<file path="src/hdl/video_macros.svh">
/*
 * Raster timing, pixel pipeline latency and register number macros
 * for the bitmap video generator.
 */
`ifndef VIDEO_MACROS_SVH
`define VIDEO_MACROS_SVH

// horizontal timing in clocks, offscreen columns come first
`define VID_H_OFFSCREEN     8
`define VID_H_VISIBLE       16
`define VID_H_FRONT         2
`define VID_H_SYNC          2
`define VID_H_TOTAL         (`VID_H_OFFSCREEN + `VID_H_VISIBLE)

// vertical timing in lines, visible lines come first
`define VID_V_VISIBLE       8
`define VID_V_FRONT         1
`define VID_V_SYNC          1
`define VID_V_TOTAL         12

`define VID_PIX_LAT         3       // counter to pixel index at output stage
`define VID_FETCH_LEAD      2       // fetch starts this early

// register numbers
`define XR_VID_CTRL         6'h00
`define XR_VID_INTR         6'h03
`define XR_VID_LEFT         6'h04
`define XR_VID_RIGHT        6'h05
`define XR_SCANLINE         6'h08
`define XR_VID_HSIZE        6'h0A
`define XR_VID_VSIZE        6'h0B
`define XR_PA_GFX_CTRL      6'h10
`define XR_PA_DISP_ADDR     6'h12
`define XR_PA_LINE_LEN      6'h13

`endif
</file>
<file path="src/hdl/video_pkg.sv">
/*
 * Shared types of the video generator: word, address, color and
 * counter vectors, plus configuration and raster structs.
 */
package video_pkg;

    typedef logic [15:0] word_t;        // register or memory word
    typedef logic [15:0] addr_t;        // vram word address
    typedef logic [7:0]  color_t;       // palette index
    typedef logic [4:0]  hres_t;        // horizontal counter
    typedef logic [3:0]  vres_t;        // vertical counter
    typedef logic [5:0]  reg_num_t;     // register number

    // output stage settings
    typedef struct packed {
        color_t border_color;
        hres_t  left;                   // first column inside window
        hres_t  right;                  // first column past window
    } vid_cfg_t;

    // playfield settings
    typedef struct packed {
        logic   blank;
        color_t color_base;             // xor applied to fetched pixels
        addr_t  start_addr;
        word_t  line_len;               // words per line
    } pf_cfg_t;

    // counters and their decode
    typedef struct packed {
        hres_t  h_count;
        vres_t  v_count;
        logic   h_visible;
        logic   v_visible;
        logic   end_of_line;
        logic   end_of_frame;
        logic   end_of_visible;         // last clock of last visible line
        logic   hsync;
        logic   vsync;
    } raster_t;

endpackage

</file>
<file path="src/hdl/video_gen.sv">
/*
 * Video generator top level: timing, registers, bitmap fetch and
 * output stage.
 */
`timescale 1ns/1ns

module video_gen
    import video_pkg::*;
(
    input  logic        clk,
    input  logic        reset_i,
    input  logic        vgen_reg_wr_en_i,
    input  reg_num_t    vgen_reg_num_i,
    input  word_t       vgen_reg_data_i,
    output word_t       vgen_reg_data_o,
    output logic        video_intr_o,
    output logic        vram_sel_o,
    output addr_t       vram_addr_o,
    input  word_t       vram_data_i,
    output color_t      colorA_index_o,
    output logic        hsync_o,
    output logic        vsync_o,
    output logic        h_blank_o,
    output logic        v_blank_o,
    output logic        dv_de_o
);

    raster_t    raster;
    vid_cfg_t   vid_cfg;
    pf_cfg_t    pf_cfg;
    color_t     pix_index;
    logic       pix_valid;

    video_timing u_timing (
        .clk            (clk),
        .reset_i        (reset_i),
        .raster_o       (raster)
    );

    video_regs u_regs (
        .clk                (clk),
        .reset_i            (reset_i),
        .vgen_reg_wr_en_i   (vgen_reg_wr_en_i),
        .vgen_reg_num_i     (vgen_reg_num_i),
        .vgen_reg_data_i    (vgen_reg_data_i),
        .raster_i           (raster),
        .vid_cfg_o          (vid_cfg),
        .pf_cfg_o           (pf_cfg),
        .vgen_reg_data_o    (vgen_reg_data_o),
        .video_intr_o       (video_intr_o)
    );

    video_bitmap_fetch u_fetch (
        .clk            (clk),
        .reset_i        (reset_i),
        .raster_i       (raster),
        .pf_cfg_i       (pf_cfg),
        .vram_sel_o     (vram_sel_o),
        .vram_addr_o    (vram_addr_o),
        .vram_data_i    (vram_data_i),
        .pix_index_o    (pix_index),
        .pix_valid_o    (pix_valid)
    );

    video_pixel_out u_pixel_out (
        .clk            (clk),
        .reset_i        (reset_i),
        .raster_i       (raster),
        .vid_cfg_i      (vid_cfg),
        .pix_index_i    (pix_index),
        .pix_valid_i    (pix_valid),
        .colorA_index_o (colorA_index_o),
        .hsync_o        (hsync_o),
        .vsync_o        (vsync_o),
        .h_blank_o      (h_blank_o),
        .v_blank_o      (v_blank_o),
        .dv_de_o        (dv_de_o)
    );

endmodule

</file>
<file path="src/hdl/video_pixel_out.sv">
/*
 * Output stage: raster delay to match the pixel pipeline, border
 * window and border color select, registered video outputs.
 */
`timescale 1ns/1ns
`include "video_macros.svh"

module video_pixel_out
    import video_pkg::*;
(
    input  logic        clk,
    input  logic        reset_i,
    input  raster_t     raster_i,
    input  vid_cfg_t    vid_cfg_i,
    input  color_t      pix_index_i,
    input  logic        pix_valid_i,
    output color_t      colorA_index_o,
    output logic        hsync_o,
    output logic        vsync_o,
    output logic        h_blank_o,
    output logic        v_blank_o,
    output logic        dv_de_o
);

    // raster fields carried down the delay line
    typedef struct packed {
        logic   h_visible;
        logic   v_visible;
        logic   hsync;
        logic   vsync;
        hres_t  col;                    // visible column
    } tap_t;

    tap_t   tap_in;
    tap_t   tap_q [`VID_PIX_LAT];
    tap_t   tap;
    logic   de;
    logic   in_window;

    always_comb begin
        tap_in.h_visible = raster_i.h_visible;
        tap_in.v_visible = raster_i.v_visible;
        tap_in.hsync     = raster_i.hsync;
        tap_in.vsync     = raster_i.vsync;
        tap_in.col       = raster_i.h_count - hres_t'(`VID_H_OFFSCREEN);
    end

    assign tap       = tap_q[`VID_PIX_LAT-1];          // lines up with pix_index_i
    assign de        = tap.h_visible & tap.v_visible;
    assign in_window = (tap.col >= vid_cfg_i.left) && (tap.col < vid_cfg_i.right);

    always_ff @(posedge clk) begin
        if (reset_i) begin
            for (int i = 0; i < `VID_PIX_LAT; i++) begin
                tap_q[i] <= '0;
            end
            colorA_index_o  <= '0;
            hsync_o         <= 1'b0;
            vsync_o         <= 1'b0;
            h_blank_o       <= 1'b1;
            v_blank_o       <= 1'b1;
            dv_de_o         <= 1'b0;
        end else begin
            tap_q[0] <= tap_in;
            for (int i = 1; i < `VID_PIX_LAT; i++) begin
                tap_q[i] <= tap_q[i-1];
            end
            hsync_o     <= tap.hsync;
            vsync_o     <= tap.vsync;
            h_blank_o   <= ~tap.h_visible;
            v_blank_o   <= ~tap.v_visible;
            dv_de_o     <= de;
            if (!de) begin
                colorA_index_o <= '0;                   // black outside display
            end else if (pix_valid_i && in_window) begin
                colorA_index_o <= pix_index_i;
            end else begin
                colorA_index_o <= vid_cfg_i.border_color;
            end
        end
    end

endmodule

</file>
<file path="src/hdl/video_bitmap_fetch.sv">
/*
 * Bitmap fetch: line and word addressing, windowed VRAM reads and
 * unpacking of two 8 bit pixels per word with the color base xor.
 */
`timescale 1ns/1ns
`include "video_macros.svh"

module video_bitmap_fetch
    import video_pkg::*;
(
    input  logic    clk,
    input  logic    reset_i,
    input  raster_t raster_i,
    input  pf_cfg_t pf_cfg_i,
    output logic    vram_sel_o,
    output addr_t   vram_addr_o,
    input  word_t   vram_data_i,        // valid the clock after the request
    output color_t  pix_index_o,
    output logic    pix_valid_o
);

    // the last read of a line covers the last two visible columns
    localparam hres_t FETCH_START = hres_t'(`VID_H_OFFSCREEN - `VID_FETCH_LEAD);
    localparam hres_t FETCH_END   = hres_t'(`VID_H_TOTAL - `VID_FETCH_LEAD);

    hres_t  fetch_rel;
    logic   fetch_win;
    logic   fetch_go;
    addr_t  line_addr;                  // first word of current line
    addr_t  word_addr;                  // next word to read
    addr_t  next_line;
    word_t  len_q;                      // line length for this frame
    logic   data_ok;                    // vram_data_i holds a word
    logic   word_ok;                    // word_q just loaded
    logic   shift_hi;
    logic   shift_lo;
    word_t  word_q;
    word_t  shift_q;

    assign fetch_rel = raster_i.h_count - FETCH_START;
    assign fetch_win = raster_i.v_visible && !pf_cfg_i.blank &&
                       (raster_i.h_count >= FETCH_START) && (raster_i.h_count < FETCH_END);
    assign fetch_go  = fetch_win && !fetch_rel[0];     // every second clock
    assign next_line = line_addr + len_q;

    always_ff @(posedge clk) begin
        if (reset_i) begin
            vram_sel_o  <= 1'b0;
            vram_addr_o <= '0;
            line_addr   <= '0;
            word_addr   <= '0;
            len_q       <= '0;
            data_ok     <= 1'b0;
            word_ok     <= 1'b0;
            shift_hi    <= 1'b0;
            shift_lo    <= 1'b0;
            pix_valid_o <= 1'b0;
        end else begin
            vram_sel_o <= fetch_go;
            if (fetch_go) begin
                vram_addr_o <= word_addr;
                word_addr   <= word_addr + 1'b1;
            end
            if (raster_i.end_of_frame) begin
                line_addr   <= pf_cfg_i.start_addr;    // new frame settings
                word_addr   <= pf_cfg_i.start_addr;
                len_q       <= pf_cfg_i.line_len;
            end else if (raster_i.end_of_line && raster_i.v_visible) begin
                line_addr   <= next_line;
                word_addr   <= next_line;
            end
            data_ok     <= vram_sel_o;
            word_ok     <= data_ok;
            shift_hi    <= word_ok;
            shift_lo    <= shift_hi;
            pix_valid_o <= shift_hi | shift_lo;
        end
    end

    // word capture and byte shift out, high byte first
    always_ff @(posedge clk) begin
        if (data_ok) begin
            word_q <= vram_data_i;
        end
        if (word_ok) begin
            shift_q <= word_q;
        end else begin
            shift_q <= {shift_q[7:0], 8'h00};
        end
        pix_index_o <= shift_q[15:8] ^ pf_cfg_i.color_base;
    end

endmodule

</file>
<file path="src/hdl/video_regs.sv">
/*
 * Video register block: register writes into the configuration
 * structs, registered readback and the video interrupt pulse.
 */
`timescale 1ns/1ns
`include "video_macros.svh"

module video_regs
    import video_pkg::*;
(
    input  logic        clk,
    input  logic        reset_i,
    input  logic        vgen_reg_wr_en_i,   // one clock write strobe
    input  reg_num_t    vgen_reg_num_i,
    input  word_t       vgen_reg_data_i,
    input  raster_t     raster_i,
    output vid_cfg_t    vid_cfg_o,
    output pf_cfg_t     pf_cfg_o,
    output word_t       vgen_reg_data_o,    // readback, one clock later
    output logic        video_intr_o
);

    word_t  rd_data;
    logic   intr_wr;

    assign intr_wr = vgen_reg_wr_en_i && (vgen_reg_num_i == `XR_VID_INTR);

    // configuration writes
    always_ff @(posedge clk) begin
        if (reset_i) begin
            vid_cfg_o.border_color  <= 8'h08;           // grey, shows the design is alive
            vid_cfg_o.left          <= '0;
            vid_cfg_o.right         <= hres_t'(`VID_H_VISIBLE);
            pf_cfg_o.blank          <= 1'b1;            // playfield off until enabled
            pf_cfg_o.color_base     <= '0;
            pf_cfg_o.start_addr     <= '0;
            pf_cfg_o.line_len       <= word_t'(8);
        end else if (vgen_reg_wr_en_i) begin
            case (vgen_reg_num_i)
                `XR_VID_CTRL: begin
                    vid_cfg_o.border_color  <= vgen_reg_data_i[7:0];
                end
                `XR_VID_LEFT: begin
                    vid_cfg_o.left          <= vgen_reg_data_i[4:0];
                end
                `XR_VID_RIGHT: begin
                    vid_cfg_o.right         <= vgen_reg_data_i[4:0];
                end
                `XR_PA_GFX_CTRL: begin
                    pf_cfg_o.color_base     <= vgen_reg_data_i[15:8];
                    pf_cfg_o.blank          <= vgen_reg_data_i[7];
                end
                `XR_PA_DISP_ADDR: begin
                    pf_cfg_o.start_addr     <= vgen_reg_data_i;
                end
                `XR_PA_LINE_LEN: begin
                    pf_cfg_o.line_len       <= vgen_reg_data_i;
                end
                default: begin
                end
            endcase
        end
    end

    // readback mux, unused numbers read 0
    always_comb begin
        rd_data = '0;
        case (vgen_reg_num_i)
            `XR_VID_CTRL:       rd_data = word_t'(vid_cfg_o.border_color);
            `XR_VID_LEFT:       rd_data = word_t'(vid_cfg_o.left);
            `XR_VID_RIGHT:      rd_data = word_t'(vid_cfg_o.right);
            `XR_SCANLINE:       rd_data = word_t'(raster_i.v_count);
            `XR_VID_HSIZE:      rd_data = word_t'(`VID_H_VISIBLE);
            `XR_VID_VSIZE:      rd_data = word_t'(`VID_V_VISIBLE);
            `XR_PA_GFX_CTRL:    rd_data = {pf_cfg_o.color_base, pf_cfg_o.blank, 7'h00};
            `XR_PA_DISP_ADDR:   rd_data = pf_cfg_o.start_addr;
            `XR_PA_LINE_LEN:    rd_data = pf_cfg_o.line_len;
            default: begin
            end
        endcase
    end

    always_ff @(posedge clk) begin
        vgen_reg_data_o <= rd_data;                     // level read, no strobe
    end

    // frame interrupt or software kick
    always_ff @(posedge clk) begin
        if (reset_i) begin
            video_intr_o <= 1'b0;
        end else begin
            video_intr_o <= raster_i.end_of_visible | intr_wr;
        end
    end

endmodule

</file>
<file path="src/hdl/video_timing.sv">
/*
 * Raster timing: horizontal and vertical counters with sync,
 * visibility and end of line, frame and visible area decode.
 */
`timescale 1ns/1ns
`include "video_macros.svh"

module video_timing
    import video_pkg::*;
(
    input  logic    clk,
    input  logic    reset_i,
    output raster_t raster_o
);

    localparam hres_t H_LAST      = hres_t'(`VID_H_TOTAL - 1);
    localparam hres_t H_VIS_START = hres_t'(`VID_H_OFFSCREEN);
    localparam hres_t H_SYNC_ON   = hres_t'(`VID_H_FRONT);
    localparam hres_t H_SYNC_OFF  = hres_t'(`VID_H_FRONT + `VID_H_SYNC);
    localparam vres_t V_LAST      = vres_t'(`VID_V_TOTAL - 1);
    localparam vres_t V_VIS_LAST  = vres_t'(`VID_V_VISIBLE - 1);
    localparam vres_t V_SYNC_ON   = vres_t'(`VID_V_VISIBLE + `VID_V_FRONT);
    localparam vres_t V_SYNC_OFF  = vres_t'(`VID_V_VISIBLE + `VID_V_FRONT + `VID_V_SYNC);

    hres_t  h_count;
    vres_t  v_count;
    logic   h_last;
    logic   v_last;

    assign h_last = (h_count == H_LAST);
    assign v_last = (v_count == V_LAST);

    always_ff @(posedge clk) begin
        if (reset_i) begin
            h_count <= '0;
            v_count <= '0;
        end else if (h_last) begin
            h_count <= '0;
            if (v_last) begin
                v_count <= '0;                          // wrap to top of frame
            end else begin
                v_count <= v_count + 1'b1;
            end
        end else begin
            h_count <= h_count + 1'b1;
        end
    end

    // decode straight from the counter registers
    always_comb begin
        raster_o.h_count        = h_count;
        raster_o.v_count        = v_count;
        raster_o.h_visible      = (h_count >= H_VIS_START);
        raster_o.v_visible      = (v_count <= V_VIS_LAST);
        raster_o.end_of_line    = h_last;
        raster_o.end_of_frame   = h_last && v_last;
        raster_o.end_of_visible = h_last && (v_count == V_VIS_LAST);
        raster_o.hsync          = (h_count >= H_SYNC_ON) && (h_count < H_SYNC_OFF);
        raster_o.vsync          = (v_count >= V_SYNC_ON) && (v_count < V_SYNC_OFF);
    end

endmodule

</file>
<file path="config.mk">
export PLATFORM = sky130hd
export DESIGN_NAME = video_gen
export DESIGN_NICKNAME = d
export VERILOG_FILES = /design/src/hdl/video_pkg.sv /design/src/hdl/video_gen.sv /design/src/hdl/video_pixel_out.sv /design/src/hdl/video_bitmap_fetch.sv /design/src/hdl/video_regs.sv /design/src/hdl/video_timing.sv
export VERILOG_INCLUDE_DIRS = /design/src /design/src/hdl
export SDC_FILE = /design/constraint.sdc
export NUM_CORES = 1
export LEC_CHECK = 0
export BUFFER_PORTS_ARGS = -buffer_cell sky130_fd_sc_hd__clkbuf_2
export CORE_MARGIN = 4
export CORE_UTILIZATION = 40
export CTS_BUF_LIST = sky130_fd_sc_hd__clkbuf_4
export CTS_CLUSTER_DIAMETER = 40
export DETAILED_ROUTE_END_ITERATION = 7
export GPL_TIMING_DRIVEN = 0
export HOLD_SLACK_MARGIN = 0.06
export PLACE_DENSITY_LB_ADDON = 0.3
export SLEW_MARGIN = 20
export SYNTH_ARGS = -nofsm -noshare
export SYNTH_HDL_FRONTEND = slang
export SYNTH_SLANG_ARGS = --single-unit
</file>
<file path="constraint.sdc">
create_clock -name clk -period 3 [get_ports clk]
set_input_delay 0.6 -clock clk [delete_from_list [all_inputs] [get_ports clk]]
set_output_delay 0.6 -clock clk [all_outputs]
set_load 0.03 [all_outputs]
</file>
==> metrics.csv, run 1 <==
metric;value;unit
Top delay family on crit path;compound AO/OA/AOI/OAI gates;
maximum vdd ir drop;241;µV
complex-gate fraction of the synthesized area;15.9;%
Setup TNS;0;ns
Power per Cell Area;537;nW/µm²
crit-path max FO;4;
Synth top cells by count;dfxtp_1 (219), nand2_1 (198), a21oi_1 (133);
Clock Sinks;235;
Avg Inst Size Synth;8.94;µm²
# nets final;1313;
share of layout cells above drive strength 1;16.5;%
Port Buffers;85;
CP endpoint kind;register;
crit share post-route;91.5;%
DIE HEIGHT;163;µm
TritonCTS clock tree;done;
CP cell instances;ha_1, fa_1, a21o_1, a221oi_2, o21ai_2, or4_4, a311oi_2;
Initial Util;40.8;%
Total GRT Usage;19.8;%
Worst-Skew Late Latency;0.71;ns
Post-Syn Area;9610;µm²
via count;8408;
Syn. warnings;0;
Crit path largest cell delay;0.52;ns
Post-Synth XOR/XNOR Area;2.15;%
Hold Crit Depth;3;
number of flops mapped to enable cells by yosys;16;
Mapped Cells;1075;
Hold Vio Cnt, Final;0;
Worst setup SP type;register;
fmax;364;MHz
Arrival @ worst endpoint;3.35;ns
Final Max Tran Viols;0;
P_leak;4.54;nW
R2R setup slack;0.26;ns
sequential share of the synthesized area;50.6;%
synthesis-stage register bit count;235;
final WL;26500;µm
fin crit period;2.74;ns
Routability Congestion;0.927;
post-synth net total;1149;
Pre-Repair DR Iteration Count;5;
required time worst endpoint;3.60;ns
post-synthesis mux area share;3.14;%
Num CTS Buffers;61;
Vias/cell;5.25;
hold slack;0.149;ns
status;finished clean;
core area;23500;µm²
Hold Crit Class;primary input to register;
vias in the first global route;7800;
FP Rows;56;
final worst slack;0.256;ns
Hold EP;u_regs.pf_cfg_o[29];
Max-slew headroom;44.1;%
worst reg2reg startpoint;u_fetch.len_q[0];
worst hold start;vgen_reg_data_i[13];
count leader, synth;dfxtp_1;
drt wl/cell;16.6;µm
initial antenna violation count;1;
post-route cell area;11400;µm²
actual transition at the worst max-transition pin;0.838;ns
Worst path slowest cell;or4_4;
clock root buffer;clkbuf_4;
DP HPWL;19400;µm
die area;26600;µm²
DRC viols;0;
Crit Path Class;register to register;
dominant synthesized flop cell;dfxtp_1;
Clock Tree Buf Depth;3;
R2R Path End;u_fetch.word_addr[12];
Synth area leaders;dfxtp_1 (46%), nand2_1 (7.7%), a21oi_1 (6.9%), edfxtp_1 (5.0%), ha_1 (4.2%);
largest net degree at the start of global routing;20;
Layout area overhead;18.4;%
remaining global-route overflow;0;
RSZ-0062 raised after global routing;false;
placed cell areas;10400;µm²
largest family of logic cells by synthesized area;simple AND/OR/NAND/NOR gates;
initial drt markers;705;
Worst Skew;0.0320;ns
post-synthesis adder-cell area fraction;4.38;%
Max Cap Viol;0;
Place WS;0.310;ns
Distinct cells, synth;67;
width of the die;163;µm
Synth async-reset ratio;0;%
cell taking the most area after synthesis;dfxtp_1;
Post-DRT Antenna Nets;0;
H-tree depth;2;
post-synth top area share;45.6;%
Final setup viols;0;
worst r2r path cells;7;
clock-pin slew on the worst setup and hold paths;0.06;ns
first-pass GRT wire length;41900;µm
post-synthesis simple-gate area fraction;20.5;%
num ports;88;
sum of buffers and inverters on the critical path;0;
[cell usage in the layout, fill, tap and decap left out, drive strengths merged, types with 5 or more instances in the layout]
master and n:
a211oi 5, a21o 10, a21oi 133, a22oi 19, a31oi 8, and2 16, and3 8, buf 16
clkbuf 225, clkinv 8, dfxtp 219, dlygate4sd3 16, edfxtp 16, ha 32, inv 24, mux2 9
mux2i 20, nand2 198, nand2b 13, nand3 41, nand3b 5, nand4 7, nor2 70, nor2b 27
nor3 16, nor3b 5, o211ai 6, o21a 7, o21ai 26, xnor2 7, xor2 14
[where the power goes]
group	total [mW]	switching (mW)	internal (mW)
registers	3.19	0.0119	3.17
logic	0.201	0.132	0.0695
clock network	2.72	1.28	1.45
[through the flow]
stage	std cells	utilization [%]	power, mW
2_1_floorplan	1075	-	3.35
3_3_place_gp	1479	44.3	3.44
3_5_place_dp	1479	44.3	3.44
4_1_cts	1600	48.3	6.18
5_1_grt	1601	48.3	6.40
6_report	1601	48.3	6.11
[logic make-up after synthesis]
group | after synthesis
DFF | 235
xor gates and xnor gates | 22
and+or+nand+nor | 424
buffers and inverters | 83
AOI/OAI and AO/OA | 249
adders and majority gates | 33
muxes | 29
[state kept, by name, indices dropped and copies added (netlist names), 4 cells and up]
signal / count
u_fetch.line_addr: 16
u_fetch.word_q: 16
u_timing.v_count: 4
u_fetch.pix_index_o: 8
u_fetch.shift_q: 16
u_pixel_out.colorA_index_o: 8
u_timing.h_count: 5
u_regs.vid_cfg_o: 18
u_pixel_out.tap_q: 27
u_regs.vgen_reg_data_o: 16
u_fetch.word_addr: 16
u_fetch.vram_addr_o: 16
u_fetch.len_q: 16
u_regs.pf_cfg_o: 41
[worst min-delay path, stage by stage]
cell and delay, ns:
clkbuf_2 0.11, nand2_1 0.06, a21oi_1 0.05
[layout make-up]
type	instances	area, µm²
clock inverters	9	57.6
multi-input cells	757	4420
repair buffers	101	586
clock buffers	96	721
flip-flops and latches	235	4860
plain buffers	60	239
inverters	23	86.3
diodes	1	2.50
fillers	2356	12200
well taps	319	399
[how the worst max path moves through the flow]
| stage | start | endpoint | slack (ns) | cells after the start |
|---|---|---|---|---|
| after floorplan | u_fetch.len_q[0] | u_fetch.word_addr[12] | 0.58 | 7 |
| after global placement | u_fetch.len_q[0] | u_fetch.word_addr[12] | 0.38 | 7 |
| after detailed placement | u_fetch.len_q[0] | u_fetch.word_addr[12] | 0.31 | 7 |
| after CTS | u_fetch.len_q[0] | u_fetch.word_addr[12] | 0.28 | 7 |
| after global routing | u_timing.h_count[0] | u_fetch.word_addr[13] | 0.1 | 6 |
| final | u_fetch.len_q[0] | u_fetch.word_addr[12] | 0.26 | 7 |
[routing by layer]
layer / track usage, % / up-vias / routed length [µm]
li1: - / 4118 / -
met4: 7.17 / 0 / 811
met5: 0 / - / 0
met1: 28.1 / 3885 / 12000
met3: 4.13 / 58 / 2250
met2: 29.9 / 347 / 11500
[repair_timing]
action,4_1_cts,5_1_grt
resized for setup,0,0
endpoints found under the hold margin,16,0
hold buffers,16,0
setup buffers,0,0
No activity file was read; power rests on OpenSTA's default activity.
==> run 2: changes to the inputs <==
CELL_PAD_IN_SITES_DETAIL_PLACEMENT = 1   (was not set)
CELL_PAD_IN_SITES_GLOBAL_PLACEMENT = 1   (was not set)
==> metrics.csv, run 2 (same netlist as run 1, synthesis figures left out) <==
metric;value;unit;change
Vias/cell;5.33;;was 5.25
biggest regs;u_regs.pf_cfg_o x41, u_pixel_out.tap_q x27, u_regs.vid_cfg_o x18;;unchanged
initial drt markers;587;;was 705
Crit path largest cell delay;0.53;ns;was 0.52 ns
Initial Util;40.8;%;unchanged
crit share post-route;91.9;%;was 91.5%
Worst path slowest cell;clkbuf_1;;was or4_4
DP HPWL;21600;µm;was 19400 µm
drt wl/cell;18.4;µm;was 16.6 µm
commonest non-fill, non-tap cell in the layout;dfxtp_1;;unchanged
actual transition at the worst max-transition pin;0.801;ns;was 0.838 ns
maximum vdd ir drop;365;µV;was 241 µV
Largest Register;u_regs.pf_cfg_o;;unchanged
H-tree depth;3;;was 2
via count;8593;;was 8408
hold slack;0.171;ns;was 0.149 ns
most frequent CP cell;clkbuf_1;;
Power per Cell Area;551;nW/µm²;was 537 nW/µm²
core area;23500;µm²;unchanged
post-route cell area;11400;µm²;about the same
FP Rows;56;;unchanged
Worst setup SP type;register;;unchanged
Hold Vio Cnt, Final;0;;unchanged
Pre-Repair DR Iteration Count;4;;was 5
vias in the first global route;8755;;was 7800
# nets final;1319;;was 1313
die area;26600;µm²;unchanged
Routability Congestion;0.913;;was 0.927
width of the die;163;µm;unchanged
Post-CTS Setup Inserts;0;;unchanged
Final setup viols;0;;unchanged
TritonCTS clock tree;done;;unchanged
clock-pin slew on the worst setup and hold paths;0.07;ns;was 0.06 ns
crit-path max FO;10;;was 4
status;finished clean;;unchanged
Layout area overhead;18.8;%;was 18.4%
Final Core Density;48.5;%;was 48.3%
CP cell instances;clkbuf_1, o21ai_0, nand2_1, clkbuf_1, clkbuf_1, o211ai_1, a21oi_1;;was ha_1, fa_1, a21o_1, a221oi_2, o21ai_2, or4_4, a311oi_2
clock root buffer;clkbuf_4;;unchanged
Post-DRT Antenna Nets;0;;unchanged
remaining global-route overflow;0;;unchanged
Clock Tree Buf Depth;3;;unchanged
Clock Sinks;235;;unchanged
final WL;29700;µm;was 26500 µm
CP endpoint kind;register;;unchanged
largest net degree at the start of global routing;18;;was 20
DRC viols;0;;unchanged
P_leak;4.55;nW;was 4.54 nW
Total GRT Usage;22.4;%;was 19.8%
Largest register FFs;41;;unchanged
first-pass GRT wire length;47200;µm;was 41900 µm
required time worst endpoint;3.57;ns;was 3.60 ns
Final Max Tran Viols;0;;unchanged
RSZ-0062 raised after global routing;false;;unchanged
Num CTS Buffers;67;;was 61
most frequent cells in the layout;dfxtp_1 (219), nand2_1 (198), a21oi_1 (133);;unchanged
DIE HEIGHT;163;µm;unchanged
Worst Skew;0.0442;ns;was 0.0320 ns
sum of buffers and inverters on the critical path;3;;was 0
Setup TNS;0;ns;unchanged
Max Cap Viol;0;;unchanged
placed cell areas;10400;µm²;unchanged
num ports;88;;unchanged
Hold Crit Class;primary input to register;;unchanged
Top delay family on crit path;buffers and inverters;;was compound AO/OA/AOI/OAI gates
Max-slew headroom;46.6;%;was 44.1%
Arrival @ worst endpoint;3.33;ns;was 3.35 ns
fin crit period;2.76;ns;was 2.74 ns
Port Buffers;85;;unchanged
share of layout cells above drive strength 1;16.6;%;was 16.5%
Worst-Skew Late Latency;0.69;ns;was 0.71 ns
Crit Path Class;register to register;;unchanged
fmax;363;MHz;was 364 MHz
initial antenna violation count;1;;unchanged
-- run 2: changes by cell type in the layout (fill, tap and decap cells not counted), sizes merged --
| cell | before | now |
|---|---|---|
| clkbuf | 225 | 223 |
| clkinv | 8 | 18 |
| inv | 24 | 26 |
-- run 2: worst paths after layout --
check | startpoint | endpoint | slack [ns] | cells after the start
setup reg to reg | u_timing.v_count[3] | u_fetch.word_addr[4] | 0.24 | 7
hold reg to reg | u_pixel_out.tap_q[0][25] | u_pixel_out.v_blank_o | 0.40 | 1
setup / recovery | u_timing.v_count[3] | u_fetch.word_addr[4] | 0.24 | 7
hold / removal | vgen_reg_data_i[13] | u_regs.pf_cfg_o[29] | 0.17 | 3
-- run 2: worst register-to-register path, stage by stage (launching register included) --
cell and delay (ns):
dfxtp_1 0.31, clkbuf_1 0.51, o21ai_0 0.28, nand2_1 0.21, clkbuf_1 0.47, clkbuf_1 0.53
o211ai_1 0.18, a21oi_1 0.18
-- run 2: per-layer routing --
| layer | part of all wire, % | vias to the layer above | GRT usage [%] |
|---|---|---|---|
| met5 | 0 | - | 0 |
| met4 | 2.8 | 0 | 8.01 |
| met3 | 5.3 | 55 | 4.68 |
| met2 | 46 | 238 | 34.9 |
| met1 | 46 | 4183 | 31.0 |
| li1 | - | 4117 | - |
-- run 2: where the power goes --
| part | internal [mW] | switching [mW] | total (mW) | leakage (nW) |
|---|---|---|---|---|
| clock | 1.47 | 1.42 | 2.89 | 0.487 |
| sequential | 3.17 | 0.0122 | 3.19 | 1.91 |
| combinational | 0.0697 | 0.138 | 0.208 | 2.16 |
| total | 4.71 | 1.57 | 6.29 | 4.55 |
-- run 2: area by class of cell --
type | instances | area [µm²]
diodes | 1 | 2.50
clock buffers | 94 | 706
flip-flops and latches | 235 | 4860
repair buffers | 101 | 586
fillers | 2880 | 12100
clock inverters | 21 | 115
well taps | 319 | 399
plain buffers | 60 | 239
inverters | 23 | 86.3
multi-input cells | 757 | 4420
-- run 2: stage by stage --
stage                     total power, mW  setup slack, ns  instances
after floorplan                      3.35            0.584       1075
after global placement               3.44            0.331       1479
after detailed placement             3.44            0.295       1479
after CTS                            6.37            0.272       1610
after global routing                 6.58           0.0433       1611
final                                6.29            0.243       1611
-- run 2: what timing repair did --
action / 4_1_cts / 5_1_grt
hold endpoints to repair: 16 / 0
gates resized for setup: 0 / 0
hold buffers: 16 / 0
==> run 3: changes to the inputs <==
ABC_AREA = 1   (was not set)
SKIP_CTS_REPAIR_TIMING = 1   (was not set)
==> metrics.csv, run 3 <==
metric;value;unit;change
Worst path slowest cell;dfxtp_1;;was clkbuf_1
Mapped Cells;1298;;was 1075
status;finished clean;;unchanged
Power per Cell Area;529;nW/µm²;was 551 nW/µm²
via count;9211;;was 8593
share of layout cells above drive strength 1;14.5;%;was 16.6%
Sw Share;24.4;%;was 25.0%
biggest regs;u_regs.pf_cfg_o x41, u_pixel_out.tap_q x27, u_regs.vid_cfg_o x18;;unchanged
most frequent cells in the layout;nand2_1 (263), nor2_1 (221), dfxtp_1 (219);;was dfxtp_1 (219), nand2_1 (198), a21oi_1 (133)
Synth top cells by count;nand2_1 (263), nor2_1 (221), dfxtp_1 (219);;was dfxtp_1 (219), nand2_1 (198), a21oi_1 (133)
Distinct cells, synth;42;;was 67
maximum vdd ir drop;387;µV;was 365 µV
vias in the first global route;9482;;was 8755
commonest non-fill, non-tap cell in the layout;nand2_1;;was dfxtp_1
Num CTS Buffers;61;;was 67
fin crit period;2.17;ns;was 2.76 ns
Reg power frac;51.6;%;was 50.7%
sum of buffers and inverters on the critical path;3;;unchanged
Max-slew headroom;48.5;%;was 46.6%
Clock Tree Buf Depth;3;;unchanged
Worst setup SP type;register;;unchanged
fillers;3137;;was 2880
actual transition at the worst max-transition pin;0.771;ns;was 0.801 ns
Worst path depth;12;;was 7
M1 WL;14000;µm;was 13800 µm
Post-DRT Antenna Nets;0;;unchanged
Largest Register;u_regs.pf_cfg_o;;unchanged
dominant synthesized flop cell;dfxtp_1;;unchanged
Max Cap Viol;0;;unchanged
worst reg2reg startpoint;u_timing.h_count[3];;was u_timing.v_count[3]
num ports;88;;unchanged
Port Buffers;86;;was 85
DIE HEIGHT;165;µm;was 163 µm
CP endpoint kind;register;;unchanged
sequential share of the synthesized area;49.3;%;was 50.6%
width of the die;165;µm;was 163 µm
Largest register FFs;41;;unchanged
initial antenna violation count;2;;was 1
WL met3;1230;µm;was 1560 µm
Setup TNS;0;ns;unchanged
Syn. warnings;0;;unchanged
Crit path largest cell delay;0.42;ns;was 0.53 ns
Hold Crit Class;primary input to register;;unchanged
required time worst endpoint;3.60;ns;was 3.57 ns
R2R Path End;u_fetch.word_addr[11];;was u_fetch.word_addr[4]
H-tree depth;2;;was 3
TritonCTS clock tree;done;;unchanged
Vias/cell;5.01;;was 5.33
DRC viols;0;;unchanged
post-synth net total;1372;;was 1149
core area;24300;µm²;was 23500 µm²
CP cell instances;inv_1, ha_1, nand2_1, nand2_1, nor2_1, inv_1, nor2_1, nand2_1, nand3_1, nand3_1, nand2_1, inv_1;;was clkbuf_1, o21ai_0, nand2_1, clkbuf_1, clkbuf_1, o211ai_1, a21oi_1
Synth async-reset ratio;0;%;unchanged
drt wl/cell;16.7;µm;was 18.4 µm
Total GRT Usage;22.5;%;was 22.4%
Layout area overhead;18.1;%;was 18.8%
total power;6.18;mW;was 6.29 mW
Clock Sinks;235;;unchanged
Comb pwr share;3.1;%;was 3.3%
Worst Skew;0.0507;ns;was 0.0442 ns
die area;27300;µm²;was 26600 µm²
initial drt markers;502;;was 587
Hold Vio Cnt, Final;0;;unchanged
remaining global-route overflow;0;;unchanged
cell-internal power;4.67;mW;was 4.71 mW
first-pass GRT wire length;48500;µm;was 47200 µm
clock-pin slew on the worst setup and hold paths;0.07;ns;about the same
count leader, synth;nand2_1;;was dfxtp_1
cell taking the most area after synthesis;dfxtp_1;;unchanged
number of flops mapped to enable cells by yosys;16;;unchanged
Final setup viols;0;;unchanged
routed wl met2;15000;µm;was 13500 µm
final WL;30800;µm;was 29700 µm
hold slack;0.169;ns;was 0.171 ns
Avg Inst Size Synth;7.61;µm²;was 8.94 µm²
sw power;1.50;mW;was 1.57 mW
clock root buffer;clkbuf_4;;unchanged
most frequent CP cell;nand2_1;;was clkbuf_1
# nets final;1537;;was 1319
Hold EP;u_regs.pf_cfg_o[8];;was u_regs.pf_cfg_o[29]
fmax;460;MHz;was 363 MHz
Crit Path Class;register to register;;unchanged
R2R setup slack;0.83;ns;was 0.24 ns
max layer used;met4;;unchanged
largest net degree at the start of global routing;19;;was 18
crit share post-route;72.4;%;was 91.9%
Final Max Tran Viols;0;;unchanged
Post-Syn Area;9870;µm²;was 9610 µm²
worst hold start;vgen_reg_data_i[8];;was vgen_reg_data_i[13]
FP Rows;57;;was 56
Initial Util;40.6;%;was 40.8%
Hold Crit Depth;3;;unchanged
post-synth top area share;44.4;%;was 45.6%
Worst-Skew Late Latency;0.71;ns;was 0.69 ns
Pre-Repair DR Iteration Count;5;;was 4
DP HPWL;22800;µm;was 21600 µm
Arrival @ worst endpoint;2.78;ns;was 3.33 ns
Clock power frac;45.3;%;was 46.0%
RSZ-0062 raised after global routing;false;;unchanged
Synth area leaders;dfxtp_1 (44%), nand2_1 (10%), nor2_1 (8.4%), inv_1 (5.9%), o21ai_0 (5.6%);;was dfxtp_1 (46%), nand2_1 (7.7%), a21oi_1 (6.9%), edfxtp_1 (5.0%), ha_1 (4.2%)
Routability Congestion;0.854;;was 0.913
worst r2r path cells;12;;was 7
crit-path max FO;5;;was 10
Top delay family on crit path;simple AND/OR/NAND/NOR gates;;was buffers and inverters
synthesis-stage register bit count;235;;unchanged
P_leak;5.55;nW;was 4.55 nW
==> run 3: changes by cell type in the layout (fill, tap and decap cells not counted), moves of 13 or more <==
| cell | delta |
|---|---|
| inv_1 | +133 |
| mux2i_1 | -20 |
| and2_1 | -14 |
| nand2b_1 | -13 |
| clkbuf_1 | -23 |
| nor2b_1 | -27 |
| nand2_1 | +65 |
| o21ai_0 | +93 |
| nor2_1 | +151 |
| nand3_1 | +28 |
| a21oi_1 | -74 |
==> run 3: cells by family (layout without fill, tap and decap cells) <==
logic type / count (synthesis) / after routing / synth area share [%]
and+or+nand+nor: 596 / 596 / 25.1
DFF: 235 / 235 / 49.3
AOI/OAI and AO/OA: 211 / 211 / 11.6
buffers and inverters: 208 / 423 / 8.40
adders and majority gates: 33 / 33 / 4.26
xor gates and xnor gates: 15 / 15 / 1.33
other: 0 / 2 / 0
==> run 3: final cells by class <==
cell class / count / area (µm²) / share of cell area [%]
Tap cell: 324 / 405 / 3.48
Clock buffer: 87 / 653 / 5.60
Buffer: 47 / 225 / 1.93
Multi-Input combinational cell: 855 / 4180 / 35.8
Inverter: 161 / 604 / 5.18
Clock inverter: 26 / 138 / 1.18
Timing Repair Buffer: 102 / 591 / 5.06
Antenna cell: 2 / 5.00 / 0.0429
Sequential cell: 235 / 4860 / 41.7
==> run 3: layer usage <==
layer,GRT usage (%),vias up
met3,3.52,59
met1,29.5,4476
met2,38.6,156
met4,6.20,0
li1,-,4520
met5,0,-
==> run 3: worst max-delay path by stage <==
stage / from / end / slack, ns
4_1_cts: u_timing.h_count[3] / u_fetch.word_addr[11] / 0.79
3_5_place_dp: reset_i / u_regs.vid_cfg_o[1] / 0.75
3_3_place_gp: u_timing.h_count[3] / u_fetch.word_addr[11] / 0.78
6_report: u_timing.h_count[3] / u_fetch.word_addr[11] / 0.83
5_1_grt: u_timing.h_count[3] / u_fetch.word_addr[11] / 0.62
2_1_floorplan: vgen_reg_num_i[5] / u_regs.vid_cfg_o[15] / 1.24
==> run 3: worst reg2reg max path, cell delays in order (launching register included) <==
cell     delay [ns]
dfxtp_1        0.42
inv_1          0.16
ha_1           0.27
nand2_1        0.09
nand2_1        0.05
nor2_1         0.36
inv_1          0.18
nor2_1         0.23
nand2_1        0.08
nand3_1        0.10
nand3_1        0.08
nand2_1        0.06
inv_1          0.04
==> run 3: per-stage QoR <==
| stage | worst slack (ns) | instance area (µm²) | instances | utilization, % |
|---|---|---|---|---|
| 4_1_cts | 0.786 | 11500 | 1821 | 47.3 |
| 5_1_grt | 0.621 | 11700 | 1839 | 48.0 |
| 6_report | 0.828 | 11700 | 1839 | 48.0 |
| 3_3_place_gp | 0.783 | 10700 | 1708 | 44.0 |
| 2_1_floorplan | 1.24 | 9870 | 1298 | - |
| 3_5_place_dp | 0.745 | 10700 | 1708 | 44.0 |
==> run 3: power by group through the flow <==
stage / Clock, mW / Sequential [mW] / Combinational [mW]
after floorplan: 0 / 3.26 / 0.0813
after global placement: 0 / 3.26 / 0.166
after detailed placement: 0 / 3.26 / 0.171
after CTS: 2.88 / 3.19 / 0.173
after global routing: 3.07 / 3.19 / 0.209
final: 2.80 / 3.19 / 0.190
